==> src/rtl/rvCorePkg.sv <==
// RV32I core shared definitions
package rvCorePkg;

    // Data path and address width
    localparam int XLEN = 32;

    // Register index width
    localparam int REG_ADDR_W = 5;

    // Wishbone byte select width, word accesses only
    localparam int WB_SEL_W = 4;

    // Supported major opcodes
    localparam logic [6:0] OPC_LUI    = 7'b0110111;
    localparam logic [6:0] OPC_OP_IMM = 7'b0010011;
    localparam logic [6:0] OPC_OP     = 7'b0110011;
    localparam logic [6:0] OPC_LOAD   = 7'b0000011;
    localparam logic [6:0] OPC_STORE  = 7'b0100011;

    // func3 codes in use
    localparam logic [2:0] F3_ADD_SUB = 3'b000;
    localparam logic [2:0] F3_SLT     = 3'b010;
    localparam logic [2:0] F3_XOR     = 3'b100;
    localparam logic [2:0] F3_OR      = 3'b110;
    localparam logic [2:0] F3_AND     = 3'b111;
    // LW and SW width code
    localparam logic [2:0] F3_WORD    = 3'b010;

    // func7 that turns ADD into SUB
    localparam logic [6:0] F7_SUB = 7'b0100000;

    // ALU operations
    typedef enum logic [2:0]
    {
        ALU_ADD   = 3'd0,
        ALU_SUB   = 3'd1,
        ALU_AND   = 3'd2,
        ALU_OR    = 3'd3,
        ALU_XOR   = 3'd4,
        ALU_SLT   = 3'd5,
        // Operand B straight through, for LUI
        ALU_PASSB = 3'd6
    } aluOpT;

endpackage

==> src/rtl/instrFetch.sv <==
// Instruction fetch unit
`timescale 1ns/1ps

module instrFetch
    import rvCorePkg::*;
(
    input  logic            clk,
    input  logic            rst,
    input  logic            fetchStart,
    input  logic [XLEN-1:0] nextPc,
    input  logic            pcAdvance,
    output logic            iCyc,
    output logic            iStb,
    output logic [XLEN-1:0] iAdr,
    input  logic [XLEN-1:0] iDatRd,
    input  logic            iAck,
    output logic            fetchDone,
    output logic [XLEN-1:0] instrWord,
    output logic [XLEN-1:0] pc
);

    // Program counter
    always_ff @(posedge clk or posedge rst)
    begin
        if (rst)
            pc <= '0;
        else if (pcAdvance)
            pc <= nextPc;
    end

    // Bus cycle control, one read per request
    always_ff @(posedge clk or posedge rst)
    begin
        if (rst)
            iCyc <= 1'b0;
        else if (fetchStart)
            iCyc <= 1'b1;
        else if (iCyc && iAck)
            // Released in the cycle after ack
            iCyc <= 1'b0;
    end

    // Captured instruction word
    always_ff @(posedge clk)
    begin
        if (iCyc && iAck)
            instrWord <= iDatRd;
    end

    // Strobe follows cycle, single transfer
    assign iStb = iCyc;
    // PC is the fetch address
    assign iAdr = pc;
    assign fetchDone = iCyc && iAck;

    // Request must hold until the slave answers
    holdUntilAck: assert property (@(posedge clk) disable iff (rst)
        (iStb && !iAck) |=> (iStb && $stable(iAdr)));

endmodule

==> src/rtl/decode.sv <==
// Instruction decoder
`timescale 1ns/1ps

module decode
    import rvCorePkg::*;
(
    input  logic                  clk,
    input  logic                  rst,
    input  logic                  instrLoad,
    input  logic [XLEN-1:0]       nextInstruction,
    output logic [XLEN-1:0]       imm,
    output logic [REG_ADDR_W-1:0] rd,
    output logic [REG_ADDR_W-1:0] rs1,
    output logic [REG_ADDR_W-1:0] rs2,
    output aluOpT                 aluOp,
    output logic                  aluSrc,
    output logic                  regWrite,
    output logic                  memRead,
    output logic                  memWrite,
    output logic                  memToReg
);

    logic [XLEN-1:0] instr;
    logic [6:0]      opcode;
    logic [2:0]      func3;
    logic [6:0]      func7;

    // Instruction register, zero decodes as a no-operation
    always_ff @(posedge clk or posedge rst)
    begin
        if (rst)
            instr <= '0;
        else if (instrLoad)
            instr <= nextInstruction;
    end

    // Field split
    assign opcode = instr[6:0];
    assign rd     = instr[11:7];
    assign func3  = instr[14:12];
    assign rs1    = instr[19:15];
    assign rs2    = instr[24:20];
    assign func7  = instr[31:25];

    // Immediate and control decode
    always_comb
    begin
        // No-operation unless matched below
        imm      = {{20{instr[31]}}, instr[31:20]};
        aluOp    = ALU_ADD;
        aluSrc   = 1'b0;
        regWrite = 1'b0;
        memRead  = 1'b0;
        memWrite = 1'b0;
        memToReg = 1'b0;

        case (opcode)
            OPC_LUI:
            begin
                // U-type, low twelve bits zero
                imm      = {instr[31:12], 12'b0};
                aluOp    = ALU_PASSB;
                aluSrc   = 1'b1;
                regWrite = 1'b1;
            end
            OPC_OP_IMM:
            begin
                aluSrc   = 1'b1;
                regWrite = 1'b1;
                case (func3)
                    F3_ADD_SUB: aluOp = ALU_ADD;
                    F3_SLT:     aluOp = ALU_SLT;
                    F3_XOR:     aluOp = ALU_XOR;
                    F3_OR:      aluOp = ALU_OR;
                    F3_AND:     aluOp = ALU_AND;
                    // Shifts and SLTIU not supported
                    default:    regWrite = 1'b0;
                endcase
            end
            OPC_OP:
            begin
                regWrite = 1'b1;
                if (func3 == F3_ADD_SUB && func7 == F7_SUB)
                    aluOp = ALU_SUB;
                else if (func7 != 7'b0000000)
                    regWrite = 1'b0;
                else
                begin
                    case (func3)
                        F3_ADD_SUB: aluOp = ALU_ADD;
                        F3_SLT:     aluOp = ALU_SLT;
                        F3_XOR:     aluOp = ALU_XOR;
                        F3_OR:      aluOp = ALU_OR;
                        F3_AND:     aluOp = ALU_AND;
                        default:    regWrite = 1'b0;
                    endcase
                end
            end
            OPC_LOAD:
            begin
                // LW only, address is rs1 plus I immediate
                if (func3 == F3_WORD)
                begin
                    aluSrc   = 1'b1;
                    regWrite = 1'b1;
                    memRead  = 1'b1;
                    memToReg = 1'b1;
                end
            end
            OPC_STORE:
            begin
                // S-type immediate split across two fields
                imm = {{20{instr[31]}}, instr[31:25], instr[11:7]};
                if (func3 == F3_WORD)
                begin
                    aluSrc   = 1'b1;
                    memWrite = 1'b1;
                end
            end
            default:
            begin
                // Unsupported opcode retires as no-operation
                regWrite = 1'b0;
            end
        endcase
    end

endmodule

==> src/rtl/regFile.sv <==
// Integer register file
`timescale 1ns/1ps

module regFile
    import rvCorePkg::*;
(
    input  logic                  clk,
    input  logic                  rst,
    input  logic [REG_ADDR_W-1:0] rs1,
    input  logic [REG_ADDR_W-1:0] rs2,
    output logic [XLEN-1:0]       rs1Data,
    output logic [XLEN-1:0]       rs2Data,
    input  logic                  we,
    input  logic [REG_ADDR_W-1:0] rd,
    input  logic [XLEN-1:0]       wdata
);

    logic [XLEN-1:0] regs [2**REG_ADDR_W];

    // Single write port, x0 never written
    always_ff @(posedge clk or posedge rst)
    begin
        if (rst)
        begin
            for (int i = 0; i < 2**REG_ADDR_W; i++)
                regs[i] <= '0;
        end
        else if (we && rd != '0)
            regs[rd] <= wdata;
    end

    // Combinational read ports
    assign rs1Data = regs[rs1];
    assign rs2Data = regs[rs2];

endmodule

==> src/rtl/alu.sv <==
// Integer ALU
`timescale 1ns/1ps

module alu
    import rvCorePkg::*;
(
    input  logic [XLEN-1:0] opA,
    input  logic [XLEN-1:0] opB,
    input  aluOpT           aluOp,
    output logic [XLEN-1:0] result
);

    logic lessThan;

    // Signed compare for SLT and SLTI
    assign lessThan = $signed(opA) < $signed(opB);

    always_comb
    begin
        case (aluOp)
            ALU_ADD:
                result = opA + opB;
            ALU_SUB:
                result = opA - opB;
            ALU_AND:
                result = opA & opB;
            ALU_OR:
                result = opA | opB;
            ALU_XOR:
                result = opA ^ opB;
            ALU_SLT:
                // Flag in bit zero
                result = {{(XLEN-1){1'b0}}, lessThan};
            ALU_PASSB:
                result = opB;
            default:
                result = opA + opB;
        endcase
    end

endmodule

==> src/rtl/memAccess.sv <==
// Data memory access unit
`timescale 1ns/1ps

module memAccess
    import rvCorePkg::*;
(
    input  logic                clk,
    input  logic                rst,
    input  logic                execLatch,
    input  logic                memStart,
    input  logic                memWrite,
    input  logic                memToReg,
    input  logic [XLEN-1:0]     addr,
    input  logic [XLEN-1:0]     storeData,
    output logic                dCyc,
    output logic                dStb,
    output logic                dWe,
    output logic [XLEN-1:0]     dAdr,
    output logic [XLEN-1:0]     dDatWr,
    output logic [WB_SEL_W-1:0] dSel,
    input  logic [XLEN-1:0]     dDatRd,
    input  logic                dAck,
    output logic                memDone,
    output logic [XLEN-1:0]     loadData
);

    logic [XLEN-1:0] resultReg;
    logic [XLEN-1:0] storeReg;
    logic [XLEN-1:0] loadReg;

    // Execute register, ALU result and store data
    always_ff @(posedge clk)
    begin
        if (execLatch)
        begin
            resultReg <= addr;
            storeReg  <= storeData;
        end
    end

    // One word transfer per request
    always_ff @(posedge clk or posedge rst)
    begin
        if (rst)
        begin
            dCyc <= 1'b0;
            dWe  <= 1'b0;
        end
        else if (memStart)
        begin
            dCyc <= 1'b1;
            dWe  <= memWrite;
        end
        else if (dCyc && dAck)
        begin
            dCyc <= 1'b0;
            dWe  <= 1'b0;
        end
    end

    // Read data taken at ack
    always_ff @(posedge clk)
    begin
        if (dCyc && dAck && !dWe)
            loadReg <= dDatRd;
    end

    assign dStb    = dCyc;
    assign dAdr    = resultReg;
    assign dDatWr  = storeReg;
    // Word accesses only
    assign dSel    = '1;
    assign memDone = dCyc && dAck;

    // Writeback select, memory or ALU
    assign loadData = memToReg ? loadReg : resultReg;

    // Word alignment for the whole bus cycle
    wordAligned: assert property (@(posedge clk) disable iff (rst)
        dCyc |-> (dAdr[1:0] == 2'b00));

endmodule

==> src/rtl/coreSequencer.sv <==
// Instruction phase sequencer
`timescale 1ns/1ps

module coreSequencer (
    input  logic clk,
    input  logic rst,
    input  logic fetchDone,
    input  logic memDone,
    input  logic memRead,
    input  logic memWrite,
    output logic fetchStart,
    output logic instrLoad,
    output logic execLatch,
    output logic memStart,
    output logic wbEn,
    output logic pcAdvance
);

    typedef enum logic [2:0]
    {
        S_FETCH,
        S_DECODE,
        S_EXECUTE,
        S_MEM,
        S_WRITEBACK
    } stateT;

    stateT state;
    stateT stateNext;
    // High in the first cycle of each phase
    logic  phaseEntry;

    always_ff @(posedge clk or posedge rst)
    begin
        if (rst)
        begin
            state      <= S_FETCH;
            // Kicks off the first fetch out of reset
            phaseEntry <= 1'b1;
        end
        else
        begin
            state      <= stateNext;
            phaseEntry <= (stateNext != state);
        end
    end

    // Next phase
    always_comb
    begin
        stateNext = state;
        case (state)
            S_FETCH:
                if (fetchDone)
                    stateNext = S_DECODE;
            S_DECODE:
                stateNext = S_EXECUTE;
            S_EXECUTE:
                // Memory phase only for LW and SW
                stateNext = (memRead || memWrite) ? S_MEM : S_WRITEBACK;
            S_MEM:
                if (memDone)
                    stateNext = S_WRITEBACK;
            S_WRITEBACK:
                stateNext = S_FETCH;
            default:
                stateNext = S_FETCH;
        endcase
    end

    // Phase strobes
    assign fetchStart = (state == S_FETCH) && phaseEntry;
    assign instrLoad  = (state == S_DECODE);
    assign execLatch  = (state == S_EXECUTE);
    assign memStart   = (state == S_MEM) && phaseEntry;
    assign wbEn       = (state == S_WRITEBACK);
    // PC steps as the instruction retires
    assign pcAdvance  = wbEn;

    // Only one bus request at a time
    oneRequest: assert property (@(posedge clk) disable iff (rst)
        !(fetchStart && memStart));

endmodule

==> src/rtl/rvCore.sv <==
// Multicycle RV32I core
`timescale 1ns/1ps

module rvCore
    import rvCorePkg::*;
(
    input  logic                  clk,
    input  logic                  rst,
    // Instruction bus, read only
    output logic                  iCyc,
    output logic                  iStb,
    output logic [XLEN-1:0]       iAdr,
    input  logic [XLEN-1:0]       iDatRd,
    input  logic                  iAck,
    // Data bus
    output logic                  dCyc,
    output logic                  dStb,
    output logic                  dWe,
    output logic [XLEN-1:0]       dAdr,
    output logic [XLEN-1:0]       dDatWr,
    output logic [WB_SEL_W-1:0]   dSel,
    input  logic [XLEN-1:0]       dDatRd,
    input  logic                  dAck,
    // Retirement trace
    output logic                  retireValid,
    output logic [XLEN-1:0]       retirePc,
    output logic                  retireRegWrite,
    output logic [REG_ADDR_W-1:0] retireRd,
    output logic [XLEN-1:0]       retireData
);

    // Sequencer strobes
    logic fetchStart;
    logic fetchDone;
    logic instrLoad;
    logic execLatch;
    logic memStart;
    logic memDone;
    logic wbEn;
    logic pcAdvance;

    // Fetch path
    logic [XLEN-1:0] pc;
    logic [XLEN-1:0] nextPc;
    logic [XLEN-1:0] instrWord;

    // Decoded controls
    logic [XLEN-1:0]       imm;
    logic [REG_ADDR_W-1:0] rd;
    logic [REG_ADDR_W-1:0] rs1;
    logic [REG_ADDR_W-1:0] rs2;
    aluOpT                 aluOp;
    logic                  aluSrc;
    logic                  regWrite;
    logic                  memRead;
    logic                  memWrite;
    logic                  memToReg;

    // Operands and results
    logic [XLEN-1:0] rs1Data;
    logic [XLEN-1:0] rs2Data;
    logic [XLEN-1:0] aluOpB;
    logic [XLEN-1:0] aluResult;
    logic [XLEN-1:0] wbData;
    logic            regWe;

    // Straight-line PC, no control transfer
    assign nextPc = pc + XLEN'(4);
    // Immediate or rs2 as second operand
    assign aluOpB = aluSrc ? imm : rs2Data;
    assign regWe  = wbEn && regWrite;

    instrFetch uFetch (
        .clk(clk), .rst(rst), .fetchStart(fetchStart), .nextPc(nextPc),
        .pcAdvance(pcAdvance), .iCyc(iCyc), .iStb(iStb), .iAdr(iAdr),
        .iDatRd(iDatRd), .iAck(iAck), .fetchDone(fetchDone),
        .instrWord(instrWord), .pc(pc)
    );

    decode uDecode (
        .clk(clk), .rst(rst), .instrLoad(instrLoad), .nextInstruction(instrWord),
        .imm(imm), .rd(rd), .rs1(rs1), .rs2(rs2), .aluOp(aluOp), .aluSrc(aluSrc),
        .regWrite(regWrite), .memRead(memRead), .memWrite(memWrite),
        .memToReg(memToReg)
    );

    regFile uRegs (
        .clk(clk), .rst(rst), .rs1(rs1), .rs2(rs2), .rs1Data(rs1Data),
        .rs2Data(rs2Data), .we(regWe), .rd(rd), .wdata(wbData)
    );

    alu uAlu (
        .opA(rs1Data), .opB(aluOpB), .aluOp(aluOp), .result(aluResult)
    );

    memAccess uMem (
        .clk(clk), .rst(rst), .execLatch(execLatch), .memStart(memStart),
        .memWrite(memWrite), .memToReg(memToReg), .addr(aluResult),
        .storeData(rs2Data), .dCyc(dCyc), .dStb(dStb), .dWe(dWe), .dAdr(dAdr),
        .dDatWr(dDatWr), .dSel(dSel), .dDatRd(dDatRd), .dAck(dAck),
        .memDone(memDone), .loadData(wbData)
    );

    coreSequencer uSeq (
        .clk(clk), .rst(rst), .fetchDone(fetchDone), .memDone(memDone),
        .memRead(memRead), .memWrite(memWrite), .fetchStart(fetchStart),
        .instrLoad(instrLoad), .execLatch(execLatch), .memStart(memStart),
        .wbEn(wbEn), .pcAdvance(pcAdvance)
    );

    // Trace of the instruction in writeback
    assign retireValid    = wbEn;
    assign retirePc       = pc;
    assign retireRegWrite = regWrite;
    assign retireRd       = rd;
    assign retireData     = wbData;

endmodule

==> config.mk <==
export PLATFORM = sky130hd
export DESIGN_NAME = rvCore
export DESIGN_NICKNAME = d
export VERILOG_FILES = /design/src/rtl/rvCorePkg.sv /design/src/rtl/instrFetch.sv /design/src/rtl/decode.sv /design/src/rtl/regFile.sv /design/src/rtl/alu.sv /design/src/rtl/memAccess.sv /design/src/rtl/coreSequencer.sv /design/src/rtl/rvCore.sv
export SDC_FILE = /design/constraint.sdc
export NUM_CORES = 2
export LEC_CHECK = 0
export BUFFER_PORTS_ARGS = -buffer_cell sky130_fd_sc_hd__buf_2
export CORE_AREA = 4 4 352 354
export CTS_BUF_LIST = sky130_fd_sc_hd__clkbuf_8
export DETAILED_ROUTE_END_ITERATION = 7
export DIE_AREA = 0 0 356 358
export PLACE_DENSITY = 0.88
export SYNTH_ARGS = -nofsm -noshare
export SYNTH_HDL_FRONTEND = slang
export SYNTH_HIERARCHICAL = 1
export SYNTH_SLANG_ARGS = --single-unit
==> constraint.sdc <==
create_clock -name clk -period 27.6 [get_ports clk]
set_input_delay 1.38 -clock clk [delete_from_list [all_inputs] [get_ports clk]]
set_output_delay 1.38 -clock clk [all_outputs]
set_load 0.05 [all_outputs]
* Word-level counts from Yosys, hierarchy flattened
Index checks and enable logic that the tools add are counted.
Widths: inputs -> output; s select.
** Storage, ports and cells
- Register bits after elaboration :: 1223
- Bits in latches :: 0
- Bits in writable memories :: 0
- Memory bits (read-only) :: 0
- Bits of input ports :: 68
- Word-level logic and storage cells :: 132
- Memories :: 0
** Cells by class
- $add $sub $neg :: 3
- Multiply operators :: 0
- Divide/modulo/power cells :: 0
- Order comparisons :: 5
- Equal/unequal tests :: 21
- Shifts and indexed selects :: 0
- Muxes and demuxes :: 34
- Bitwise operators :: 6
- Reduce and logical (&&, ||, !) cells :: 20
** Operators with widths (number)
- $bwmux 1024 :: 1
- $bmux 32 s5 :: 2
- $mux 32 :: 7
- $pmux 32 s6 :: 1
- $demux 32 s5 :: 1
- $pmux 31 s2 :: 1
- $add 32x3->32 const B :: 1
- $add 32x32->32 :: 1
- $and 32x32->32 :: 1
- $lt 32x32->1 :: 1
- $or 32x32->32 :: 1
- $sub 32x32->32 :: 1
- $xor 32x32->32 :: 1
- $eq 7x6->1 const B :: 4
- $pmux 3 s4 :: 2
- $eq 3x3->1 const B :: 7
- $ge 6x6->1 const B :: 3
- $not 5->6 :: 3
- $eq 3x2->1 const B :: 5
- $mux 3 :: 5
- $mux 1 :: 11
- $logic_and 1x1->1 :: 9
- $pmux 3 s3 :: 1
- $eq 7x2->1 const B :: 1
- 14 further kinds :: 18

* Depth between registers and ports, before layout
- Word-level depth :: 8
- Mapped depth :: 22
- Depth with buffers taken out :: 18

* Hierarchy
The synthesis kept the hierarchy.
** Modules (own cells, without submodules)
- regFile :: instances 1, cells an instance 4602, area each 55939.9 um^2
- alu :: instances 1, cells an instance 910, area each 5810.6 um^2
- memAccess :: instances 1, cells an instance 148, area each 3559.7 um^2
- instrFetch :: instances 1, cells an instance 138, area each 2600.0 um^2
- decode :: instances 1, cells an instance 168, area each 1815.5 um^2
- rvCore :: instances 1, cells an instance 118, area each 947.2 um^2
- coreSequencer :: instances 1, cells an instance 29, area each 257.7 um^2

* Least setup slack after synthesis
OpenSTA, ideal clock, no wires.
- Path kind :: reg-to-reg
- Start point :: reg uDecode.instr[12]
- End point :: reg uMem.resultReg[28] (netlist: uMem/dAdr[28]) (data pin)
- Arrival :: 4.305 ns
- Data required time :: 27.338 ns
- Path slack :: 23.033 ns
- Cell stages (with the launch flop) :: 19
- Buffers on the path :: 3
- Clock period less this slack :: 4.567 ns
- Cell sequence :: dfrtp_1 > or4b_1 > a21o_1 > a21oi_1 > clkbuf_1 > buf_1 > mux2_2 > inv_1 > ha_1 > buf_2 > nor2b_1 > o31a_1 > or3_1 > a22o_1 > a31oi_2 > nor2_1 > a31o_2 > o221ai_1 > o22ai_1
** RTL lines
- start, declared :: RTL line decode.sv:23 : logic [XLEN-1:0] instr;
- start signal, assigned :: RTL line decode.sv:34 : instr <= nextInstruction;
- $eq 3x2->1 * :: RTL line decode.sv:102, decode.sv:114
- $mux 1 * :: RTL line decode.sv:102, decode.sv:114
- $pmux 1 s2 * :: RTL line decode.sv:57 : case (opcode)
- via aluSrc :: RTL line rvCore.sv:53 : logic aluSrc;
- $mux 32 * :: RTL line rvCore.sv:70 : assign aluOpB = aluSrc ? imm : rs2Data;
- via aluOpB[2] :: RTL line rvCore.sv:62 : logic [XLEN-1:0] aluOpB;
- $add 32x32->32 / $sub 32x32->32 (equally long branches) :: RTL line alu.sv:22, alu.sv:37, alu.sv:24
- $pmux 32 s6 * :: RTL line alu.sv:20 : case (aluOp)
- via aluResult[28] :: RTL line rvCore.sv:63 : logic [XLEN-1:0] aluResult;
- end signal, assigned :: RTL line memAccess.sv:36 : resultReg <= addr;
- end, declared :: RTL line memAccess.sv:27 : logic [XLEN-1:0] resultReg;
The timed path passes the listed nets; every way through them passes the cells marked *.
A chain may end at the register's enable or synchronous reset.

* Worst setup path in the final report
- Start point :: reg uDecode.instr[21]
- End point :: reg uMem.resultReg[24] (netlist: uMem/dAdr[24]) (data pin)
** On the way
- Cells in the longest elaborated chain, start to end :: 7
** RTL lines
- $not 5->6 (not written as such) * :: RTL line regFile.sv:34 : assign rs2Data = regs[rs2];
- $bmux 32 s5 * :: RTL line regFile.sv:34
- $mux 32 (not written as such) * (2 in a row) :: RTL line regFile.sv:34
- via rs2Data[1] :: RTL line rvCore.sv:61 : logic [XLEN-1:0] rs2Data;
- $mux 32 * :: RTL line rvCore.sv:70
- via aluOpB[1] :: RTL line rvCore.sv:62
- $add 32x32->32 / $sub 32x32->32 (equally long branches) :: RTL line alu.sv:22, alu.sv:37, alu.sv:24
- $pmux 32 s6 * :: RTL line alu.sv:20
- via aluResult[24] :: RTL line rvCore.sv:63
The timed path passes the listed nets; every way through them passes the cells marked *. The select of a mux whose other input is x is not followed.

==> out/qor.yml <==
status:
  status: "finished, final reports clean"
power:
  power_density_nw_per_um2: 125
  leakage_nw: 37.3
  ir_worst_vdd_uv: 153
final_layout:
  fin_nets: 6196
  drive_above_1_share: 0.292
  area_growth_pct: 6.97
  layout_common_cells: "dfrtp_1, mux2i_1, mux2_2"
  final_common_cell: "dfrtp_1"
clocking:
  clk_latency_ns: 0.94
  cts_resized: 0
  cts-root-buf: "clkbuf_8"
  cts_buffers: 190
  cts_htree_levels: 4
  cts_sinks: 1223
  cts_max_path_buffers: 3
  clk_pin_slew_ns: 0.07
  cts_tree: "built"
  ctsHoldBuffers: 0
  post_cts_buffers: 0
logic_synthesis:
  ys.flop_type: "dfrtp_1"
  synth_simple_gate_area_frac: 0.0608
  synth.top_cells.by_area: "dfrtp_1, mux2_2, mux2i_1"
  ys_seq_area_frac: 0.441
  synth_edf_count: 128
  yosysTopAreaCellShare: 0.386
  synth.cell_area_um2: 70900
  async_flop_share: 0.895
  synthCells: 6113
  synth_compound_area_frac: 0.0944
  synthXorXnorAreaFrac: 0.00617
  synth_fa_ha_area_frac: 0.0177
  synth_warnings: 6
  avgSynthCellArea_um2: 11.6
  synth-seq-cells: 1223
  muxShareOfSynthArea: 0.326
  synthDistinctLibCells: 104
  synth_top_family_by_area: "multiplexers"
  synth_top_area_cell: "dfrtp_1"
floorplan:
  initial_core_util: 0.586
  die_area_um2: 127000
  die_w_um: 356
  io_pins: 244
  core-area_um2: 121000
  floorplan.rows: 128
  die_h_um: 358
timing:
  maxSlewHeadroom: 0.147
  min_period_ns: 8.38
  worstMarginPinSlew_ns: 1.28
  fmax_mhz: 119
  final_max_slew_viol_count: 0
  finalSetupViolCount: 0
  setup_ws_ns: 19.22
  rsz0062_at_grt: "false"
  tns_ns: 0
  finalHoldViolCount: 0
  period_share: 0.304
  skew_ns: 0.0453
worst_setup_path:
  r2r_slack_ns: 19.22
  crit_arrival_ns: 9.01
  crit_buf_inv: 4
  path_cells: "buf_12, buf_4, buf_4, mux2i_1, a22o_1, nor3_1, a31oi_1, nand3_1, mux2_2, inv_1, fa_1, nor2b_1, o211ai_1, a21oi_1, o31ai_2, a211oi_1, o21ai_0, o221ai_1, nand2_1, o311ai_0"
  end_kind: "flop"
  cpPeakStageDelay_ns: 1.00
  worstPathRequired_ns: 28.23
  crit_type: "flop to flop"
  setup.worst_path.start_class: "flop"
  crit_fanout: 121
  cpLargestDelayFamily: "buffers and inverters"
  slowest_stage: "dfrtp_4"
  cp_common_cell: "buf_4"
global_route:
  grt_usage: 0.357
  grt_pass1_vias: 54700
  grt_max_degree: 140
  grt_pass1_wl_mm: 344
  antenna_found_initial: 8
  overflow: 0
route:
  drc: 0
  dr_total_vias: 54500
  wl_mm: 234
  post_drt_wl_per_cell_um: 30.0
  drtPass1Iterations: 7
  post_drt_via_cell_ratio: 6.97
  postRouteAntennaNets: 0
  drt-initial-drc-count: 7350
run:
  maxCapViolCount: 0
placed_design:
  dp_slack_ns: 19.64
  gp_congestion: 1.01
  dp_hpwl_mm: 132
  port_buffers: 239
hold_path:
  hp-class: "input port to asynchronous set/reset pin"
==> cells by family (layout without fill, tap and decap cells) <==
| family | count (synthesis) | after routing |
|---|---|---|
| AO/OA/AOI/OAI | 981 | 981 |
| XOR/XNOR | 50 | 50 |
| adder cells (fa/ha/maj) | 99 | 99 |
| buffers and inverters | 728 | 797 |
| flip-flops | 1223 | 1223 |
| multiplexers | 2149 | 2149 |
| other | 1 | 12 |
| AND/OR/NAND/NOR | 882 | 882 |
==> synthesized netlist by cell type, types with 126 or more instances <==
master and count:
dfrtp_1 1094, mux2i_1 1033, mux2_2 1017, nand2_1 308, nand3_1 235, edfxtp_1 128, clkbuf_1 268, a22o_1 133
buf_2 126, buf_4 128, a22oi_1 202, a21oi_1 285
==> routing by layer <==
metal,track usage,share of wire,vias to the layer above
met2,0.533,0.43,4072
met5,0,0,-
li1,-,-,22200
met4,0.247,0.079,0
met1,0.445,0.36,27200
met3,0.110,0.13,1074
==> cell type report <==
type,count,area [µm²]
Sequential cell,1223,31300
Inverter,120,454
Clock buffer,237,3260
Fill cell,8882,45200
Clock inverter,111,764
Multi-Input combinational cell,4165,36100
Tap cell,1625,2030
Timing Repair Buffer,329,1970
Antenna cell,8,20.0
==> sequential cells by signal (all words and copies together) (netlist names) <==
| name | count |
|---|---|
| uRegs/regs | 1024 |
| uDecode/instr | 32 |
| uFetch/iAdr | 32 |
| uFetch/instrWord | 32 |
| uMem/dAdr | 32 |
| uMem/dDatWr | 32 |
| uMem/loadReg | 32 |
| uSeq/state | 3 |
| uFetch/iCyc | 1 |
| uMem/dCyc | 1 |
| uMem/dWe | 1 |
| uSeq/phaseEntry | 1 |
==> path summary, 6_finish.rpt <==
kind | from | depth (start not counted) | to
setup / recovery | uDecode/instr[21] | 20 | uMem/dAdr[24]
hold / removal | rst | 2 | uMem/dCyc
setup reg to reg | uDecode/instr[21] | 20 | uMem/dAdr[24]
hold reg to reg | uRegs/regs[1004] | 0 | uRegs/regs[1004]
max in group asynchronous | rst | 7 | uRegs/regs[476]
min in group clk | uRegs/regs[1004] | 0 | uRegs/regs[1004]
==> where the power goes <==
group | switching, mW | total [mW] | internal [mW] | leakage, nW
sequential | 0.175 | 2.18 | 2.01 | 16.4
clock | 0.757 | 1.62 | 0.861 | 2.32
combinational | 3.83 | 5.65 | 1.82 | 18.6
==> stage by stage <==
step | std cells | power, mW | cell area (µm²) | util | hold slack (ns)
final | 7818 | 9.45 | 75900 | 0.627 | 0.387
after CTS | 7810 | 9.21 | 75900 | 0.626 | 0.319
after detailed placement | 7462 | 7.57 | 71800 | 0.593 | 0.388
after global routing | 7815 | 9.74 | 75900 | 0.627 | 0.358
after floorplan | 6116 | 6.04 | 70900 | - | 0.430
after global placement | 7462 | 7.53 | 71800 | 0.593 | 0.384
Note: power is estimated with default switching activity, not from simulation.
